<file path="src/ht_pkg.sv">
/*
 * Huffman coder shared definitions
 * sizes, node and code types, tie convention and output words
 */
package ht_pkg;

    // ==================
    // sizes
    // ==================
    localparam int NUM_SYM      = 8;
    localparam int NUM_NODE     = 2 * NUM_SYM - 1;   // root is the last node
    localparam int NUM_MERGE    = NUM_SYM - 1;
    localparam int WORD_LEN     = 5;
    localparam int MAX_CODE_LEN = 7;

    typedef logic [2:0] weight_t;
    typedef logic [5:0] node_wt_t;      // up to 8 * 7
    typedef logic [3:0] node_idx_t;
    typedef logic [2:0] sym_idx_t;

    localparam node_idx_t ROOT_NODE = node_idx_t'(NUM_NODE - 1);

    // lowest-ranked child of a merge takes branch bit 1
    localparam logic BRANCH_LOW  = 1'b1;
    localparam logic BRANCH_HIGH = 1'b0;

    // symbol indices in input order
    localparam sym_idx_t SYM_A = 3'd0;
    localparam sym_idx_t SYM_B = 3'd1;
    localparam sym_idx_t SYM_C = 3'd2;
    localparam sym_idx_t SYM_E = 3'd3;
    localparam sym_idx_t SYM_I = 3'd4;
    localparam sym_idx_t SYM_L = 3'd5;
    localparam sym_idx_t SYM_O = 3'd6;
    localparam sym_idx_t SYM_V = 3'd7;

    typedef struct packed {
        logic                     mode;
        weight_t [NUM_SYM-1:0]    weight;
    } weight_frame_t;

    typedef struct packed {
        node_idx_t [NUM_NODE-2:0] parent;
        logic [NUM_NODE-2:0]      branch;
    } huff_tree_t;

    typedef struct packed {
        logic [2:0]               len;
        logic [MAX_CODE_LEN-1:0]  bits;    // right-aligned
    } code_entry_t;

    typedef struct packed {
        code_entry_t [NUM_SYM-1:0] entry;
    } code_table_t;

    // first letter sits in element 0
    localparam sym_idx_t [WORD_LEN-1:0] WORD_ILOVE = {SYM_E, SYM_V, SYM_O, SYM_L, SYM_I};
    localparam sym_idx_t [WORD_LEN-1:0] WORD_ICLAB = {SYM_B, SYM_A, SYM_L, SYM_C, SYM_I};

endpackage

</file>
<file path="src/ht_weight_collect.sv">
/*
 * Weight collector
 * captures eight serial weights and the mode into one frame
 */
`timescale 1ns/1ps

module ht_weight_collect import ht_pkg::*; (
    input  logic          clk,
    input  logic          rst_n,
    input  logic          i_in_valid,
    input  weight_t       i_weight,
    input  logic          i_out_mode,
    output logic          o_frame_valid,
    output weight_frame_t o_frame
);

    logic [2:0]    slot_q;
    logic          frame_valid_q;
    weight_frame_t frame_q;

    always_ff @(posedge clk or negedge rst_n) begin
        if (!rst_n) begin
            slot_q        <= '0;
            frame_valid_q <= 1'b0;
        end else begin
            frame_valid_q <= i_in_valid && (slot_q == 3'(NUM_SYM - 1));
            if (i_in_valid) begin
                slot_q <= slot_q + 3'd1;   // wraps after slot 7
            end
        end
    end

    always_ff @(posedge clk) begin
        if (i_in_valid) begin
            frame_q.weight[slot_q] <= i_weight;
            if (slot_q == 3'd0) begin
                frame_q.mode <= i_out_mode;   // mode rides with the first weight
            end
        end
    end

    assign o_frame_valid = frame_valid_q;
    assign o_frame       = frame_q;

    // weights arrive as one unbroken burst of eight
    a_burst_whole: assert property (@(posedge clk) disable iff (!rst_n)
        (slot_q != 3'd0) |-> i_in_valid);

endmodule

</file>
<file path="src/ht_tree_build.sv">
/*
 * Huffman tree builder
 * one load cycle, then one merge per cycle of the two lowest-ranked
 * live nodes until only the root is left
 */
`timescale 1ns/1ps

module ht_tree_build import ht_pkg::*; (
    input  logic          clk,
    input  logic          rst_n,
    input  logic          i_frame_valid,
    input  weight_frame_t i_frame,
    output logic          o_tree_valid,
    output huff_tree_t    o_tree,
    output logic          o_mode
);

    node_wt_t            wt_q [NUM_NODE];
    logic [NUM_NODE-1:0] live_q;
    logic                busy;
    logic [2:0]          step;
    logic                tree_valid_q;
    huff_tree_t          tree_q;
    logic                mode_q;

    node_idx_t           min1;   // lowest ranked
    node_idx_t           min2;
    node_idx_t           new_idx;

    assign new_idx = node_idx_t'(NUM_SYM) + {1'b0, step};

    // ==================
    // rank search
    // ==================
    // ascending scan with <= lets the higher index win a tie
    always_comb begin : rank_search
        logic     found1;
        logic     found2;
        node_wt_t best1;
        node_wt_t best2;
        found1 = 1'b0;
        found2 = 1'b0;
        best1  = '0;
        best2  = '0;
        min1   = '0;
        min2   = '0;
        for (int i = 0; i < NUM_NODE; i++) begin
            if (live_q[i] && (!found1 || wt_q[i] <= best1)) begin
                found1 = 1'b1;
                best1  = wt_q[i];
                min1   = node_idx_t'(i);
            end
        end
        for (int i = 0; i < NUM_NODE; i++) begin
            if (live_q[i] && node_idx_t'(i) != min1 && (!found2 || wt_q[i] <= best2)) begin
                found2 = 1'b1;
                best2  = wt_q[i];
                min2   = node_idx_t'(i);
            end
        end
    end

    // ==================
    // merge control
    // ==================
    always_ff @(posedge clk or negedge rst_n) begin
        if (!rst_n) begin
            busy         <= 1'b0;
            step         <= '0;
            live_q       <= '0;
            tree_valid_q <= 1'b0;
        end else begin
            tree_valid_q <= 1'b0;
            if (i_frame_valid) begin
                busy                  <= 1'b1;
                step                  <= '0;
                live_q                <= '0;
                live_q[NUM_SYM-1:0]   <= '1;   // leaves only
            end else if (busy) begin
                live_q[min1]    <= 1'b0;
                live_q[min2]    <= 1'b0;
                live_q[new_idx] <= 1'b1;
                step            <= step + 3'd1;
                if (step == 3'(NUM_MERGE - 1)) begin
                    busy         <= 1'b0;
                    tree_valid_q <= 1'b1;
                end
            end
        end
    end

    always_ff @(posedge clk) begin
        if (i_frame_valid) begin
            for (int i = 0; i < NUM_SYM; i++) begin
                wt_q[i] <= {3'b000, i_frame.weight[i]};
            end
            mode_q <= i_frame.mode;
        end else if (busy) begin
            wt_q[new_idx]        <= wt_q[min1] + wt_q[min2];
            tree_q.parent[min1]  <= new_idx;
            tree_q.branch[min1]  <= BRANCH_LOW;
            tree_q.parent[min2]  <= new_idx;
            tree_q.branch[min2]  <= BRANCH_HIGH;
        end
    end

    assign o_tree_valid = tree_valid_q;
    assign o_tree       = tree_q;
    assign o_mode       = mode_q;

    // one frame in flight
    a_no_overlap: assert property (@(posedge clk) disable iff (!rst_n)
        i_frame_valid |-> !busy);

endmodule

</file>
<file path="src/ht_code_table.sv">
/*
 * Code table builder
 * every leaf climbs toward the root one level per cycle,
 * collecting its branch bits into a right-aligned code
 */
`timescale 1ns/1ps

module ht_code_table import ht_pkg::*; (
    input  logic        clk,
    input  logic        rst_n,
    input  logic        i_tree_valid,
    input  huff_tree_t  i_tree,
    input  logic        i_mode,
    output logic        o_table_valid,
    output code_table_t o_table,
    output logic        o_mode
);

    huff_tree_t  tree_q;
    code_table_t table_q;
    node_idx_t   cur_q [NUM_SYM];
    logic        mode_q;
    logic        busy;
    logic [2:0]  step;
    logic        table_valid_q;
    logic        all_rooted;

    always_ff @(posedge clk or negedge rst_n) begin
        if (!rst_n) begin
            busy          <= 1'b0;
            step          <= '0;
            table_valid_q <= 1'b0;
        end else begin
            table_valid_q <= 1'b0;
            if (i_tree_valid) begin
                busy <= 1'b1;
                step <= '0;
            end else if (busy) begin
                step <= step + 3'd1;
                if (step == 3'(MAX_CODE_LEN - 1)) begin   // deepest leaf done
                    busy          <= 1'b0;
                    table_valid_q <= 1'b1;
                end
            end
        end
    end

    always_ff @(posedge clk) begin
        if (i_tree_valid) begin
            tree_q <= i_tree;
            mode_q <= i_mode;
            for (int s = 0; s < NUM_SYM; s++) begin
                cur_q[s]         <= node_idx_t'(s);
                table_q.entry[s] <= '0;
            end
        end else if (busy) begin
            for (int s = 0; s < NUM_SYM; s++) begin
                if (cur_q[s] != ROOT_NODE) begin
                    // earlier bits are nearer the leaf, so new bit goes above them
                    table_q.entry[s].bits[table_q.entry[s].len] <= tree_q.branch[cur_q[s]];
                    table_q.entry[s].len <= table_q.entry[s].len + 3'd1;
                    cur_q[s]             <= tree_q.parent[cur_q[s]];
                end
            end
        end
    end

    assign o_table_valid = table_valid_q;
    assign o_table       = table_q;
    assign o_mode        = mode_q;

    always_comb begin
        all_rooted = 1'b1;
        for (int s = 0; s < NUM_SYM; s++) begin
            if (cur_q[s] != ROOT_NODE) begin
                all_rooted = 1'b0;
            end
        end
    end

    // every leaf reached the root within the climb window
    a_len_range: assert property (@(posedge clk) disable iff (!rst_n)
        o_table_valid |-> all_rooted);

endmodule

</file>
<file path="src/ht_code_serial.sv">
/*
 * Code serializer
 * emits the codes of the five word letters one bit per cycle, MSB first
 */
`timescale 1ns/1ps

module ht_code_serial import ht_pkg::*; (
    input  logic        clk,
    input  logic        rst_n,
    input  logic        i_table_valid,
    input  code_table_t i_table,
    input  logic        i_mode,
    output logic        o_out_valid,
    output logic        o_out_code
);

    code_table_t               tab_q;
    logic                      mode_q;
    logic                      out_valid_q;
    logic [2:0]                let_q;     // letter in word
    logic [2:0]                bit_q;     // bit within current code
    logic [2:0]                let_nxt;
    sym_idx_t [WORD_LEN-1:0]   word;
    sym_idx_t [WORD_LEN-1:0]   in_word;
    code_entry_t               cur_entry;

    assign word      = mode_q ? WORD_ICLAB : WORD_ILOVE;
    assign in_word   = i_mode ? WORD_ICLAB : WORD_ILOVE;
    assign let_nxt   = let_q + 3'd1;
    assign cur_entry = tab_q.entry[word[let_q]];

    // ==================
    // letter / bit walk
    // ==================
    always_ff @(posedge clk or negedge rst_n) begin
        if (!rst_n) begin
            out_valid_q <= 1'b0;
            let_q       <= '0;
            bit_q       <= '0;
        end else begin
            if (i_table_valid) begin
                out_valid_q <= 1'b1;
                let_q       <= '0;
                bit_q       <= i_table.entry[in_word[0]].len - 3'd1;
            end else if (out_valid_q) begin
                if (bit_q != 3'd0) begin
                    bit_q <= bit_q - 3'd1;
                end else if (let_q == 3'(WORD_LEN - 1)) begin
                    out_valid_q <= 1'b0;   // last bit of last letter
                end else begin
                    let_q <= let_nxt;
                    bit_q <= tab_q.entry[word[let_nxt]].len - 3'd1;
                end
            end
        end
    end

    always_ff @(posedge clk) begin
        if (i_table_valid) begin
            tab_q  <= i_table;
            mode_q <= i_mode;
        end
    end

    assign o_out_valid = out_valid_q;
    assign o_out_code  = out_valid_q & cur_entry.bits[bit_q];

    // upstream must wait for the word to finish
    a_no_table_busy: assert property (@(posedge clk) disable iff (!rst_n)
        i_table_valid |-> !out_valid_q);

endmodule

</file>
<file path="src/ht_top.sv">
/*
 * Huffman coder top
 * collect -> tree build -> code table -> serializer
 */
`timescale 1ns/1ps

module ht_top import ht_pkg::*; (
    input  logic    clk,
    input  logic    rst_n,
    input  logic    i_in_valid,
    input  weight_t i_weight,
    input  logic    i_out_mode,
    output logic    o_out_valid,
    output logic    o_out_code
);

    logic          frame_valid;
    weight_frame_t frame;
    logic          tree_valid;
    huff_tree_t    tree;
    logic          tree_mode;
    logic          table_valid;
    code_table_t   table_w;
    logic          table_mode;

    ht_weight_collect u_collect (
        .clk           (clk),
        .rst_n         (rst_n),
        .i_in_valid    (i_in_valid),
        .i_weight      (i_weight),
        .i_out_mode    (i_out_mode),
        .o_frame_valid (frame_valid),
        .o_frame       (frame)
    );

    ht_tree_build u_tree (
        .clk           (clk),
        .rst_n         (rst_n),
        .i_frame_valid (frame_valid),
        .i_frame       (frame),
        .o_tree_valid  (tree_valid),
        .o_tree        (tree),
        .o_mode        (tree_mode)
    );

    ht_code_table u_table (
        .clk           (clk),
        .rst_n         (rst_n),
        .i_tree_valid  (tree_valid),
        .i_tree        (tree),
        .i_mode        (tree_mode),
        .o_table_valid (table_valid),
        .o_table       (table_w),
        .o_mode        (table_mode)
    );

    ht_code_serial u_serial (
        .clk           (clk),
        .rst_n         (rst_n),
        .i_table_valid (table_valid),
        .i_table       (table_w),
        .i_mode        (table_mode),
        .o_out_valid   (o_out_valid),
        .o_out_code    (o_out_code)
    );

endmodule

</file>
<file path="config.mk">
export PLATFORM = sky130hd
export DESIGN_NAME = ht_top
export DESIGN_NICKNAME = d
export VERILOG_FILES = /design/src/ht_pkg.sv /design/src/ht_weight_collect.sv /design/src/ht_tree_build.sv /design/src/ht_code_table.sv /design/src/ht_code_serial.sv /design/src/ht_top.sv
export SDC_FILE = /design/constraint.sdc
export NUM_CORES = 1
export LEC_CHECK = 0
export BUFFER_PORTS_ARGS = -buffer_cell sky130_fd_sc_hd__buf_2
export CAP_MARGIN = 10
export CORE_MARGIN = 4
export CORE_UTILIZATION = 64
export DETAILED_ROUTE_END_ITERATION = 16
export GPL_ROUTABILITY_DRIVEN = 0
export GPL_TIMING_DRIVEN = 1
export PLACE_DENSITY_LB_ADDON = 0.05
export SKIP_CTS_REPAIR_TIMING = 1
export SLEW_MARGIN = 20
export SYNTH_ARGS = -nofsm -noshare
export SYNTH_HDL_FRONTEND = slang
export SYNTH_SLANG_ARGS = --single-unit
</file>
<file path="constraint.sdc">
create_clock -name clk -period 55 [get_ports clk]
set_clock_uncertainty 0.2 [all_clocks]
set_input_delay 5.5 -clock clk [delete_from_list [all_inputs] [get_ports clk]]
set_output_delay 5.5 -clock clk [all_outputs]
set_load 0.02 [all_outputs]
</file>
==> results.md <==
- Level count of the clock H-tree: 2
- Critical path start-end classification: flop to flop
- RSZ-0062 raised after global routing: no
- Worst hold path class: flop to flop
- Top cell by count, worst path: sky130_fd_sc_hd__ha_1
- Pin count of the biggest net entering global routing: 80
- Sum of overflow across all layers after global routing: 0
- Wire length of the first global-routing pass: approximately 130 mm
- DRC violation count after routing: 0
- Deepest clock path buffer count: 3
- Die outline width: between 200 and 250 um
- Most used cells in the layout excluding fill and tap cells: sky130_fd_sc_hd__edfxtp_1, sky130_fd_sc_hd__nor2_1, sky130_fd_sc_hd__mux4_2, sky130_fd_sc_hd__ha_1, sky130_fd_sc_hd__nand2_1
- Number of design-rule violations left by the first detailed-router iteration: 3068
- Arrival @ worst endpoint: 51.54 ns
- Number of nets with antenna violations after detailed routing: 0
- Yosys top cell by area: sky130_fd_sc_hd__edfxtp_1
- Overall die area: just under 50000 um2
- Count of flip-flops with a built-in enable after synthesis: roughly 350
- Category of cells accounting for the largest share of critical-path delay: compound AO/OA/AOI/OAI gates
- Worst path required time: approximately 55 ns
- Main synth FF type: sky130_fd_sc_hd__edfxtp_1
- Share of synthesized area occupied by flip-flops and latches: 44.5%
- Multi-input combinational cell area: ~15000 um2
- DIE HEIGHT: around 220 um
- Total core area: 44500 um2
- Total clock sinks: about 460
- Share of flip-flops with an asynchronous set or reset after synthesis: 7.79%
- Post-synthesis area per instance: 11.7 um2
- Fraction of final layout cells sized beyond drive strength 1: 16.5%
- Crit-path max cell delay: about 0.56 ns
- Post-route fraction of the period consumed by the critical path: 93.5%
- Number of fill cells: 3221
- Final standard cell area without fillers: between 30000 and 40000 um2
- Post-route worst hold slack: between 0.2 and 0.25 ns
- Cell Area, Placed: approximately 29000 um2
- Total number of placement rows: 77
- Number of setup violations in the final report: 0
- Setup crit start kind: flop
- Clock root buffer: sky130_fd_sc_hd__clkbuf_16
- Total area of sequential cells: approximately 13000 um2
- Clock transition at the registers of the reported paths: about 0.06 ns
- Layout Area Growth over Synthesis: 7.33%
- Buf+Inv Stages, Crit Path: 14
- Slowest cell on crit path: sky130_fd_sc_hd__dfrtp_1
- Maximum fanout along the worst path: 18
- Estimated wirelength of the detail-placed design: 60.3 mm
- Number of instances in the synthesized netlist: 2480
- Leading post-synthesis cells by cell area: sky130_fd_sc_hd__edfxtp_1, sky130_fd_sc_hd__mux4_2, sky130_fd_sc_hd__ha_1
- Cell Area, Synth: approximately 29000 um2
- Max_slew headroom: between 30% and 40%
- Source-to-sink clock delay at the later pin of the worst-skew pair: 0.62 ns
- Starting utilization of the core area: about 65%
- Final Hold Fails: 0
- Average detailed-routed wire length per instance: 27.2 um
- Minimum period implied by the final worst setup slack: between 50 and 60 ns
- Total clock buffers created by CTS: 46
- Boundary Pins: 9
- YS warnings: 0
- Number of port buffers: 8
- Placed instance count: 2981
- Final standard cell count with taps included and fillers excluded: ~3000
- Max capacitance violation total: 0
- Wirelength, routed: 83.6 mm
- Routed via count divided by cell count: slightly above 7
- Result of the run: finished clean
- Clock tree from TritonCTS: built
- Worst-Margin Slew: slightly above 1 ns
- Vias after detailed routing: approximately 22000
- Most common library cell in the layout ignoring fill and taps: sky130_fd_sc_hd__edfxtp_1
- Antenna violations before repair: 2
- Number of nets at the end of the flow: 2592
- Global Route Usage Sum: between 30% and 40%
- Sum of negative setup slack: 0 ns
- Endpoint type of the worst setup path: flop
- Vias in the first global route: 21700
- Fraction of synthesized cell area taken by the top area cell type: 35.8%
- Final Max Slew Viols: 0
- Timing-limited maximum frequency: between 15 and 20 MHz
- Number of detailed-route iterations in the first pass: 6
- Synthesized Nets: 2635
- Count of different cell masters after synthesis: around 110
- Flip-flop and latch count after synthesis: about 460
-- metrics by stage --
| step | setup slack [ns] | util [%] |
|---|---|---|
| 3_5_place_dp | 2.85 | 66.1 |
| 6_report | 3.60 | 69.9 |
| 2_1_floorplan | 10.62 | - |
| 4_1_cts | 2.66 | 69.7 |
| 3_3_place_gp | 4.99 | 66.1 |
| 5_1_grt | 0.0672 | 69.9 |
-- cells in the mapped netlist (21+ instances only) --
| master | count |
|---|---|
| sky130_fd_sc_hd__ha_1 | 147 |
| sky130_fd_sc_hd__mux4_2 | 181 |
| sky130_fd_sc_hd__inv_1 | 105 |
| sky130_fd_sc_hd__a21oi_1 | 91 |
| sky130_fd_sc_hd__nor2b_1 | 41 |
| sky130_fd_sc_hd__o22ai_1 | 21 |
| sky130_fd_sc_hd__edfxtp_1 | 346 |
| sky130_fd_sc_hd__o21a_1 | 27 |
| sky130_fd_sc_hd__a21o_1 | 32 |
| sky130_fd_sc_hd__nand3_1 | 79 |
| sky130_fd_sc_hd__nand2_1 | 143 |
| sky130_fd_sc_hd__nor2_1 | 295 |
| sky130_fd_sc_hd__a31oi_1 | 23 |
| sky130_fd_sc_hd__mux2_2 | 31 |
| sky130_fd_sc_hd__o21ai_0 | 74 |
| sky130_fd_sc_hd__and2_1 | 30 |
| sky130_fd_sc_hd__nor3_1 | 39 |
| sky130_fd_sc_hd__dfrtp_1 | 36 |
| sky130_fd_sc_hd__dfxtp_1 | 80 |
| sky130_fd_sc_hd__nand2b_1 | 37 |
| sky130_fd_sc_hd__clkbuf_1 | 79 |
| sky130_fd_sc_hd__mux2i_1 | 122 |
| sky130_fd_sc_hd__buf_1 | 23 |
-- routing by layer --
layer / track usage (%) / share of wire (%) / vias up
met5: 0 / 0 / -
met4: 17.5 / 6.7 / 0
met3: 7.39 / 11 / 414
met2: 53.1 / 46 / 1488
met1: 43.7 / 36 / 10800
li1: - / - / 9455
-- cell families (layout without fill, tap and decap cells) --
family | count (synthesis) | in the layout | share of synthesized area [%]
other | 0 | 1 | 0
adders and majority gates | 148 | 148 | 6.41
xor gates and xnor gates | 29 | 29 | 0.876
AOI/OAI and AO/OA | 460 | 460 | 11.5
muxes | 335 | 335 | 19.5
DFF | 462 | 462 | 44.5
and+or+nand+nor | 811 | 811 | 13.9
buffers and inverters | 235 | 230 | 3.32
-- final timing paths --
path	slack (ns)	cells past startpoint	end	from
max in group asynchronous	49.34	2	u_table.o_table_valid	rst_n
setup / recovery	3.60	229	u_tree.wt_q[9][5]	u_tree.live_q[0]
hold reg to reg	0.21	0	u_serial.tab_q[50]	u_table.o_table[50]
min in group asynchronous	4.76	2	u_tree.step[2]	rst_n
hold / removal	0.21	0	u_serial.tab_q[50]	u_table.o_table[50]
setup reg to reg	3.60	229	u_tree.wt_q[9][5]	u_tree.live_q[0]
-- final cells by class --
type	instances	share of cell area (%)
multi-input combinational	1783	48.9
antenna	1	0.00804
tap	592	2.38
timing repair buffer	38	0.853
inverter	106	1.28
clock buffer	61	4.07
sequential	462	41.5
clock inverter	25	1.08
-- registers in the layout, summed over array words and instances (netlist names), 3 cells and up --
signal,count
u_tree.wt_q,66
u_serial.tab_q,80
u_table.cur_q,32
u_table.tree_q,70
u_serial.let_q,3
u_tree.live_q,15
u_tree.step,3
u_table.o_table,80
u_table.step,3
u_tree.o_tree,70
u_collect.o_frame,25
u_collect.slot_q,3
u_serial.bit_q,3
Power is not shown: default switching activity piles up to over one toggle a cycle in this logic, so the estimate is an artifact.
